--- src/include/afe_consts.svh ---
`ifndef AFE_CONSTS_SVH
`define AFE_CONSTS_SVH

//////////////////////////////
// ADC side
//////////////////////////////

// full converter word as it comes off the pins
`define ADC_RAW_W       16

// low bits reserved for the 16 bit part, always dropped
`define ADC_PAD_BITS    2

//////////////////////////////
// datapath
//////////////////////////////

// signed sample width, same for ADC and DAC
`define SAMPLE_W        14

//////////////////////////////
// reset and diagnostics
//////////////////////////////

// flops between PLL lock and stage reset release
`define RST_SYNC_STAGES 2

// unlocked cycle counter, wraps
`define DIAG_CNT_W      32

`endif
--- src/design/afe_pkg.sv ---
`include "afe_consts.svh"

package afe_pkg;

  //////////////////////////////
  // converter side codes
  //////////////////////////////

  // raw ADC word incl. pad bits
  typedef logic [`ADC_RAW_W-1:0] adc_raw_t;

  // DAC word, negative slope offset code
  // msb kept, lower bits inverted w.r.t. two's complement
  typedef logic [`SAMPLE_W-1:0] dac_code_t;

  //////////////////////////////
  // datapath samples
  //////////////////////////////

  // two's complement sample as seen by scope, generator, controller
  typedef logic signed [`SAMPLE_W-1:0] sample_t;

  //////////////////////////////
  // diagnostics
  //////////////////////////////

  // PLL lock loss count, cycles of adc_clk
  typedef logic [`DIAG_CNT_W-1:0] diag_cnt_t;

endpackage : afe_pkg

--- src/design/analog_frontend.sv ---
`timescale 1ns/10ps

module analog_frontend (
  // clock, reset
  input  logic               adc_clk,          // ADC clock, all logic runs on it
  input  logic               rst_n_i,          // board reset, active low
  input  logic               pll_locked_i,     // PLL lock status
  // ADC
  input  afe_pkg::adc_raw_t  adc_dat_a_i,      // raw ADC, CH 1
  input  afe_pkg::adc_raw_t  adc_dat_b_i,      // raw ADC, CH 2
  input  logic               loop_en_i,        // DAC -> ADC digital loopback
  // DAC sources
  input  afe_pkg::sample_t   gen_a_i,          // generator, CH 1
  input  afe_pkg::sample_t   gen_b_i,          // generator, CH 2
  input  afe_pkg::sample_t   ctl_a_i,          // controller, CH 1
  input  afe_pkg::sample_t   ctl_b_i,          // controller, CH 2
  // to scope and controller
  output afe_pkg::sample_t   adc_a_o,
  output afe_pkg::sample_t   adc_b_o,
  // DAC pins, one parallel bus per channel
  output afe_pkg::dac_code_t dac_dat_a_o,
  output afe_pkg::dac_code_t dac_dat_b_o,
  output logic               dac_rst_o,
  // diagnostics
  output afe_pkg::diag_cnt_t lock_loss_cnt_o
);

  import afe_pkg::*;

  //////////////////////////////
  // local signals
  //////////////////////////////

  logic    afe_rst_n;        // stage reset, low while unlocked
  sample_t mix_a, mix_b;     // saturated sums, DAC and loopback

  //////////////////////////////
  // reset and clock health
  //////////////////////////////

  afe_reset_ctrl i_rst (
    .adc_clk         (adc_clk        ),
    .rst_n_i         (rst_n_i        ),
    .pll_locked_i    (pll_locked_i   ),
    .afe_rst_n_o     (afe_rst_n      ),
    .lock_loss_cnt_o (lock_loss_cnt_o)
  );

  //////////////////////////////
  // ADC capture
  //////////////////////////////

  adc_capture i_adc (
    .adc_clk     (adc_clk    ),
    .rst_n_i     (afe_rst_n  ),
    .adc_dat_a_i (adc_dat_a_i),
    .adc_dat_b_i (adc_dat_b_i),
    .loop_en_i   (loop_en_i  ),
    .loop_a_i    (mix_a      ),  // previous cycle mix
    .loop_b_i    (mix_b      ),
    .adc_a_o     (adc_a_o    ),
    .adc_b_o     (adc_b_o    )
  );

  //////////////////////////////
  // DAC mixing
  //////////////////////////////

  dac_mix i_mix (
    .adc_clk (adc_clk  ),
    .rst_n_i (afe_rst_n),
    .gen_a_i (gen_a_i  ),
    .gen_b_i (gen_b_i  ),
    .ctl_a_i (ctl_a_i  ),
    .ctl_b_i (ctl_b_i  ),
    .mix_a_o (mix_a    ),
    .mix_b_o (mix_b    )
  );

  //////////////////////////////
  // DAC output
  //////////////////////////////

  dac_output i_dac (
    .adc_clk     (adc_clk    ),
    .rst_n_i     (afe_rst_n  ),
    .mix_a_i     (mix_a      ),
    .mix_b_i     (mix_b      ),
    .dac_dat_a_o (dac_dat_a_o),
    .dac_dat_b_o (dac_dat_b_o),
    .dac_rst_o   (dac_rst_o  )   // follows stage reset, one edge late
  );

endmodule : analog_frontend

--- src/design/dac_output.sv ---
`timescale 1ns/10ps

`include "afe_consts.svh"

module dac_output (
  input  logic               adc_clk,       // ADC clock, DAC runs on it too
  input  logic               rst_n_i,       // stage reset, active low
  input  afe_pkg::sample_t   mix_a_i,       // mixed sample, CH 1
  input  afe_pkg::sample_t   mix_b_i,       // mixed sample, CH 2
  output afe_pkg::dac_code_t dac_dat_a_o,   // DAC code, CH 1
  output afe_pkg::dac_code_t dac_dat_b_o,   // DAC code, CH 2
  output logic               dac_rst_o      // DAC reset, active high
);

  import afe_pkg::*;

  //////////////////////////////
  // code conversion
  //////////////////////////////

  // code for a zero sample, 0x1FFF
  localparam dac_code_t DAC_IDLE = {1'b0, {(`SAMPLE_W-1){1'b1}}};

  // two's complement -> negative slope offset, inverse of the ADC rule
  function automatic dac_code_t dac_encode(input sample_t smp);
    return {smp[`SAMPLE_W-1], ~smp[`SAMPLE_W-2:0]};
  endfunction

  //////////////////////////////
  // output registers
  //////////////////////////////

  always_ff @(posedge adc_clk or negedge rst_n_i) begin
    if (!rst_n_i) begin
      dac_dat_a_o <= DAC_IDLE;   // park at mid scale
      dac_dat_b_o <= DAC_IDLE;
    end else begin
      dac_dat_a_o <= dac_encode(mix_a_i);
      dac_dat_b_o <= dac_encode(mix_b_i);
    end
  end

  // reset strobe for the converter itself
  // high while in reset, low one edge after release
  always_ff @(posedge adc_clk or negedge rst_n_i) begin
    if (!rst_n_i) begin
      dac_rst_o <= 1'b1;
    end else begin
      dac_rst_o <= 1'b0;
    end
  end

endmodule : dac_output

--- src/design/dac_mix.sv ---
`timescale 1ns/10ps

`include "afe_consts.svh"

module dac_mix (
  input  logic             adc_clk,    // ADC clock
  input  logic             rst_n_i,    // stage reset, active low
  input  afe_pkg::sample_t gen_a_i,    // generator, CH 1
  input  afe_pkg::sample_t gen_b_i,    // generator, CH 2
  input  afe_pkg::sample_t ctl_a_i,    // controller, CH 1
  input  afe_pkg::sample_t ctl_b_i,    // controller, CH 2
  output afe_pkg::sample_t mix_a_o,    // saturated sum, CH 1
  output afe_pkg::sample_t mix_b_o     // saturated sum, CH 2
);

  import afe_pkg::*;

  //////////////////////////////
  // sum with one guard bit
  //////////////////////////////

  logic signed [`SAMPLE_W:0] sum_a, sum_b;   // one bit wider than a sample

  // explicit sign extension, no reliance on context sizing
  assign sum_a = {gen_a_i[`SAMPLE_W-1], gen_a_i} + {ctl_a_i[`SAMPLE_W-1], ctl_a_i};
  assign sum_b = {gen_b_i[`SAMPLE_W-1], gen_b_i} + {ctl_b_i[`SAMPLE_W-1], ctl_b_i};

  //////////////////////////////
  // saturation
  //////////////////////////////

  // top two bits differ -> result left the 14 bit range
  // clamp towards the sign of the wide sum
  function automatic sample_t saturate(input logic signed [`SAMPLE_W:0] sum);
    logic ovf;
    ovf = sum[`SAMPLE_W] ^ sum[`SAMPLE_W-1];
    if (ovf) begin
      return {sum[`SAMPLE_W], {(`SAMPLE_W-1){~sum[`SAMPLE_W]}}};  // +8191 / -8192
    end
    return sum[`SAMPLE_W-1:0];
  endfunction

  sample_t sat_a, sat_b;

  assign sat_a = saturate(sum_a);
  assign sat_b = saturate(sum_b);

  //////////////////////////////
  // output registers
  //////////////////////////////

  always_ff @(posedge adc_clk or negedge rst_n_i) begin
    if (!rst_n_i) begin
      mix_a_o <= '0;
      mix_b_o <= '0;
    end else begin
      mix_a_o <= sat_a;      // also feeds loopback
      mix_b_o <= sat_b;
    end
  end

endmodule : dac_mix

--- src/design/adc_capture.sv ---
`timescale 1ns/10ps

`include "afe_consts.svh"

module adc_capture (
  input  logic              adc_clk,       // ADC clock
  input  logic              rst_n_i,       // stage reset, active low
  input  afe_pkg::adc_raw_t adc_dat_a_i,   // raw ADC word, CH 1
  input  afe_pkg::adc_raw_t adc_dat_b_i,   // raw ADC word, CH 2
  input  logic              loop_en_i,     // digital loopback enable
  input  afe_pkg::sample_t  loop_a_i,      // DAC side sample, CH 1
  input  afe_pkg::sample_t  loop_b_i,      // DAC side sample, CH 2
  output afe_pkg::sample_t  adc_a_o,       // captured sample, CH 1
  output afe_pkg::sample_t  adc_b_o        // captured sample, CH 2
);

  import afe_pkg::*;

  //////////////////////////////
  // code conversion
  //////////////////////////////

  // drop pad bits, then negative slope offset -> two's complement
  // msb stays, the rest is inverted
  function automatic sample_t adc_decode(input adc_raw_t raw);
    logic [`SAMPLE_W-1:0] trim;
    trim = raw[`ADC_RAW_W-1:`ADC_PAD_BITS];
    return {trim[`SAMPLE_W-1], ~trim[`SAMPLE_W-2:0]};
  endfunction

  sample_t dec_a, dec_b;     // decoded converter samples
  sample_t sel_a, sel_b;     // after loopback select

  assign dec_a = adc_decode(adc_dat_a_i);
  assign dec_b = adc_decode(adc_dat_b_i);

  // loopback replaces the converter with the mixer output
  assign sel_a = loop_en_i ? loop_a_i : dec_a;
  assign sel_b = loop_en_i ? loop_b_i : dec_b;

  //////////////////////////////
  // capture registers
  //////////////////////////////

  always_ff @(posedge adc_clk or negedge rst_n_i) begin
    if (!rst_n_i) begin
      adc_a_o <= '0;         // mid scale
      adc_b_o <= '0;
    end else begin
      adc_a_o <= sel_a;
      adc_b_o <= sel_b;
    end
  end

endmodule : adc_capture

--- src/design/afe_reset_ctrl.sv ---
`timescale 1ns/10ps

`include "afe_consts.svh"

module afe_reset_ctrl (
  input  logic               adc_clk,          // ADC clock domain
  input  logic               rst_n_i,          // board reset, async, active low
  input  logic               pll_locked_i,     // PLL status, not yet synchronous
  output logic               afe_rst_n_o,      // reset for the datapath stages
  output afe_pkg::diag_cnt_t lock_loss_cnt_o   // unlocked cycles since board reset
);

  import afe_pkg::*;

  //////////////////////////////
  // stage reset
  //////////////////////////////

  // shift register of lock status
  // every stage is cleared as soon as lock is sampled low, so the
  // reset asserts on the very next edge instead of rippling through
  logic [`RST_SYNC_STAGES-1:0] sync_q;

  always_ff @(posedge adc_clk or negedge rst_n_i) begin
    if (!rst_n_i) begin
      sync_q <= '0;                               // hold stages in reset
    end else if (!pll_locked_i) begin
      sync_q <= '0;                               // lock lost, drop at once
    end else begin
      sync_q <= {sync_q[`RST_SYNC_STAGES-2:0], 1'b1};  // shift in lock
    end
  end

  // release after RST_SYNC_STAGES locked edges
  assign afe_rst_n_o = sync_q[`RST_SYNC_STAGES-1];

  //////////////////////////////
  // lock loss diagnostics
  //////////////////////////////

  // only board reset clears this one, a lock loss must stay visible
  // after the stages have come back up
  diag_cnt_t loss_cnt_q;

  always_ff @(posedge adc_clk or negedge rst_n_i) begin
    if (!rst_n_i) begin
      loss_cnt_q <= '0;
    end else if (!pll_locked_i) begin
      loss_cnt_q <= loss_cnt_q + 1'b1;            // wraps at max
    end
  end

  assign lock_loss_cnt_o = loss_cnt_q;

endmodule : afe_reset_ctrl

--- config.mk ---
export PLATFORM = sky130hd
export DESIGN_NAME = analog_frontend
export DESIGN_NICKNAME = d
export VERILOG_FILES = /design/src/design/afe_pkg.sv /design/src/design/analog_frontend.sv /design/src/design/dac_output.sv /design/src/design/dac_mix.sv /design/src/design/adc_capture.sv /design/src/design/afe_reset_ctrl.sv
export VERILOG_INCLUDE_DIRS = /design/src /design/src/include
export SDC_FILE = /design/constraint.sdc
export NUM_CORES = 1
export LEC_CHECK = 0
export BUFFER_PORTS_ARGS = -buffer_cell sky130_fd_sc_hd__buf_4
export CORE_MARGIN = 2
export CORE_UTILIZATION = 39
export DETAILED_ROUTE_END_ITERATION = 10
export SKIP_CTS_REPAIR_TIMING = 1
export SLEW_MARGIN = 20
export SYNTH_ARGS = -nofsm -noshare
export SYNTH_HDL_FRONTEND = slang
export SYNTH_SLANG_ARGS = --single-unit
--- constraint.sdc ---
create_clock -name adc_clk -period 3.35 [get_ports adc_clk]
set_clock_uncertainty 0.05 [all_clocks]
set_input_delay 0.335 -clock adc_clk [delete_from_list [all_inputs] [get_ports adc_clk]]
set_output_delay 0.335 -clock adc_clk [all_outputs]
set_load 0.02 [all_outputs]
### Word level (Yosys, flattened, before mapping)

Index checks and enable logic that the tools add are counted.

* add/subtract/negate cells: 3
* multiplexer cells: 9
* bitwise logic cells: 8

Operators with widths (count)
* 14-bit two-way mux: 6
* 13-bit inverter: 4
* 32-bit by 1-bit adder with 32-bit output (second input constant): 1
* 14-bit by 14-bit adder with 15-bit output: 2
* 1-bit two-way mux: 2
* 2-bit two-way mux: 1
* 1-bit inverter: 2
* 1-bit XOR: 2

* register bits after elaboration: 119
* input port bits: 92
* output and inout port bits: 89
* word-level logic and storage cells: 29

### Longest topological paths before layout

* word-level depth: 4
* gate-level depth with buffers: 10
* gate-level depth less buffers: 9

### By module

Synthesis repeated with hierarchy kept, for this count alone.

* cells, all modules: 523
* area total of the unflattened synthesis: 5899.4 um^2

Modules (own cells, without submodules)
* dac_mix: times used 1, cells an instance 254, area an instance 2379.8 um^2, sequential area each 700.7 um^2
* afe_reset_ctrl: times used 1, cells an instance 125, area an instance 1557.7 um^2, sequential area each 850.8 um^2
* adc_capture: times used 1, cells an instance 88, area an instance 1101.1 um^2, sequential area each 700.7 um^2
* dac_output: times used 1, cells an instance 56, area an instance 860.8 um^2, sequential area each 759.5 um^2

### Worst setup path before layout

Ideal clock, no wire load.

* kind: in2reg
* start point: input gen_b_i[0]
* end point: register i_mix.mix_b_o[10]
* setup time: 126 ps
* arrival: 2331 ps
* data required time: 3174 ps
* slack: 843 ps
* stages on the path: 9
* buffers on the path: 0
* path through: ha_1 fa_1 a21o_1 nand4_1 nand3_1 and3_1 nor4b_2 a21oi_1 o32a_1

* cells in the longest elaborated chain, start to end: 4
* elaborated cells between the ends (all ways): 6
* those cells by class: add/sub: 1; mux: 3; bitwise: 2

Ends and longest elaborated chain
* start, declared: line analog_frontend.sv:14 `input afe_pkg::sample_t gen_b_i,`
* 14-bit by 14-bit adder with 15-bit output *: line dac_mix.sv:26 `` assign sum_b = {gen_b_i[`SAMPLE_W-1], gen_b_i} + {ctl_b_i[`SAMPLE_W-1], ctl_b_i}; ``
* 1-bit XOR / 1-bit inverter (equally long branches): line dac_mix.sv:36, dac_mix.sv:38
* 1-bit two-way mux / 14-bit two-way mux (equally long branches): line dac_mix.sv:37 `if (ovf) begin`
* 14-bit two-way mux *: line dac_mix.sv:40 `` return sum[`SAMPLE_W-1:0]; ``
* via i_mix.sat_b[10]: line dac_mix.sv:43 `sample_t sat_a, sat_b;`
* end signal, assigned: line dac_mix.sv:58 `mix_b_o <= sat_b;`
* end, declared: line dac_mix.sv:13 `output afe_pkg::sample_t mix_b_o`

The timed path passes the listed nets; every way through them passes the cells marked *. The select of a mux whose other input is x is not followed.
A chain may end at the register's enable or synchronous reset.

### Final worst setup path

* start point: input gen_a_i[0]
* end point: register i_mix.mix_a_o[7]

* cells in the longest elaborated chain, start to end: 4
* elaborated cells between the ends (all ways): 6
* those cells by class: add/sub: 1; mux: 3; bitwise: 2

Ends and longest elaborated chain
* start, declared: line analog_frontend.sv:13 `input afe_pkg::sample_t gen_a_i,`
* 14-bit by 14-bit adder with 15-bit output *: line dac_mix.sv:25 `` assign sum_a = {gen_a_i[`SAMPLE_W-1], gen_a_i} + {ctl_a_i[`SAMPLE_W-1], ctl_a_i}; ``
* 1-bit XOR / 1-bit inverter (equally long branches): line dac_mix.sv:36, dac_mix.sv:38
* 1-bit two-way mux / 14-bit two-way mux (equally long branches): line dac_mix.sv:37
* 14-bit two-way mux *: line dac_mix.sv:40
* via i_mix.sat_a[7]: line dac_mix.sv:43
* end signal, assigned: line dac_mix.sv:57 `mix_a_o <= sat_a;`
* end, declared: line dac_mix.sv:12 `output afe_pkg::sample_t mix_a_o,`

Marks and branches as above.

==> impl_metrics.toml <==
[place]
portBuffers = 176
gp_congestion = 0.8720
placed_area_sq_um = 7300
dpl.cell_count = 869
dp_hpwl_mm = 10.18

[synthesis]
synthTopCellsByArea = "dfrtp_1, dfstp_2, ha_1"
synthFlopType = "dfrtp_1"
async_flop_share = 1.000
yosys-top-cells-count = "dfrtp_1, a21oi_1, xnor2_1, inv_1, nand2_1"
ys_ff_latch = 119
syn-cell-area_sq_um = 5797
synthCells = 521
ys_types = 62
yosysMostFrequentCell = "dfrtp_1"
yosys_warnings = 0
syn_nets = 644
synth_top_area_share = 0.3972
syn_avg_cell_area_sq_um = 11.13
synth_seq_area_share = 0.5195
synth_edf_count = 0
synth_top_area_cell = "dfrtp_1"

[timing]
period_share = 0.7463
maxSlewViolCount = 0
rsz0062_at_grt = "false"
setup_viol = 0
hold_violations = 0
max_freq_ghz = 0.4000
tns_ns = 0
period_minus_slack_ns = 2.500
tightest_slew_ns = 0.7424
slew_headroom = 0.5035

[hold_path]
hp-class = "in -> reg"

[die]
dieHeight_um = 125.9
dieWidth_um = 125.9
core_area_sq_um = 14530
dieArea_sq_um = 15850
initial_core_util = 0.3988
io_pins = 181
fp-row-count = 44

[setup_path]
path_max_fanout = 13
start_kind = "primary input"
arrival_ns = 2.74
worst-path-buf-inv = 1
cp_data_required_time_ns = 3.59
end_kind = "flip-flop"
worstPathCellList = "buf_4, ha_1, fa_1, a211oi_1, o21bai_1, a21o_1, a21oi_1, nor2_1, a22o_1, a31o_2"
worstSetupPathType = "in -> reg"
slowest_delay_ns = 0.42
crit_family = "compound AO/OA/AOI/OAI gates"
slowest_stage = "fa_1"

[power]
p_leak_uw = 0.003969
p_per_area_nw_per_um2 = 623.0
ir_drop_mv = 0.3833

[final_layout]
syn_to_final_growth_pct = 36.67
layout-drive-gt1-share = 0.3565
fin_cells = 902
final_area_sq_um = 7923
nets = 829
antennaDiodeCount = 0

[global_route]
gr-total-overflow = 0
grt_start_max_net_pins = 86
grt_use_total = 0.1770
grt_pass1_vias = 4559
antenna_found_initial = 0
grt_pass1_wl_mm = 22.42

[clock_network]
cts_htree_levels = 4
clk_path_buf_depth = 2
cts_made_buffers = 17
clockRootBuffer = "clkbuf_16"
clk_pin_slew_worst_paths_ns = 0.05
clk_latency_ns = 0.41
cts_tree = "yes"
cts_num_sinks = 119

[routing]
drc = 0
wl_per_cell_um = 15.20
vias = 4580
drt-initial-drc-count = 282
dr.pass1.iters = 4
routed_wl_mm = 13.71
ant_nets = 0
vias_per_cell = 5.078

[job]
maxCapViolCount = 0

[status]
status = "complete, no violations"
==> cells in the final DEF (no fill, tap or decap), types with 25 or more instances in the layout <==
cell     netlist  final
a21oi_1       33     33
buf_4          0    177
dfrtp_1       92     91
dfstp_2       27     27
ha_1          29     29
inv_1         32     32
mux2i_1       25     25
nand2_1       30     30
nor2_1        28     28
xnor2_1       33     33
==> kinds of logic after synthesis <==
logic type,count (synthesis),share of synthesized area
simple gates,118,0.1049
fa+ha+maj,31,0.06950
compound gates,130,0.1496
mux,29,0.05094
other cells,1,0.0006469
flops,119,0.5195
xor+xnor,48,0.07382
buf+inv,45,0.03108
==> layer usage <==
layer  vias up  share of wire  routed length [um]  track usage
met5         -              0                   0            0
met4         0          0.022                 305      0.07692
met3        26          0.059                 812      0.05140
met2       148           0.48                6520       0.2723
met1      2205           0.44                6071       0.2338
li1       2201              -                   -            -
==> path summary, 6_finish.rpt <==
path	from	endpoint	slack (ns)	cells after the start
setup reg to reg	i_rst.lock_loss_cnt_o[0]$_DFFE_PN0N_	i_rst.lock_loss_cnt_o[28]$_DFFE_PN0N_	0.99	8
setup / recovery	gen_a_i[0]	i_mix.mix_a_o[7]$_DFF_PN0_	0.85	10
hold reg to reg	i_mix.mix_b_o[6]$_DFF_PN0_	i_dac.dac_dat_b_o[6]$_DFF_PN1_	0.31	1
max in group asynchronous	i_rst.sync_q[1]$_DFF_PN0_	i_dac.dac_dat_b_o[3]$_DFF_PN1_	2.24	1
min in group asynchronous	i_rst.sync_q[1]$_DFF_PN0_	i_adc.adc_a_o[12]$_DFF_PN0_	0.32	0
hold / removal	pll_locked_i	i_rst.sync_q[0]$_DFF_PN0_	0.04	1
==> through the flow <==
step | power, uW | worst slack, ns | hold WS [ns] | util
global placement | 3146 | 0.5111 | 0.2523 | 0.5022
global route | 5183 | 0.7064 | 0.02273 | 0.5451
finish | 4935 | 0.8498 | 0.03616 | 0.5451
detailed placement | 3175 | 0.4227 | 0.2638 | 0.5022
CTS | 4995 | 0.8577 | -0.1884 | 0.5426
floorplan | 2639 | 0.7446 | -0.01059 | -
==> power breakdown <==
group	total, uW	internal [uW]	switching [uW]
clock	1790	1170	623
sequential	1890	1750	136
combinational	1260	557	700
total	4940	3480	1460
==> state kept, by name (all words and copies together) (netlist names) <==
signal and flops:
i_rst.lock_loss_cnt_o 32, i_adc.adc_a_o 14, i_adc.adc_b_o 14, i_dac.dac_dat_a_o 14
i_dac.dac_dat_b_o 14, i_mix.mix_a_o 14, i_mix.mix_b_o 14, i_rst.sync_q 2
i_dac.dac_rst_o 1
==> layout make-up <==
cell class,count,area (sq um)
fillers,1301,6611
flip-flops and latches,119,3015
multi-input cells,357,2611
repair buffers,179,1359
clock buffers,23,488.0
well taps,184,230.2
inverters,32,120.1
clock inverters,8,98.84
(Power assumes the default switching activity.)
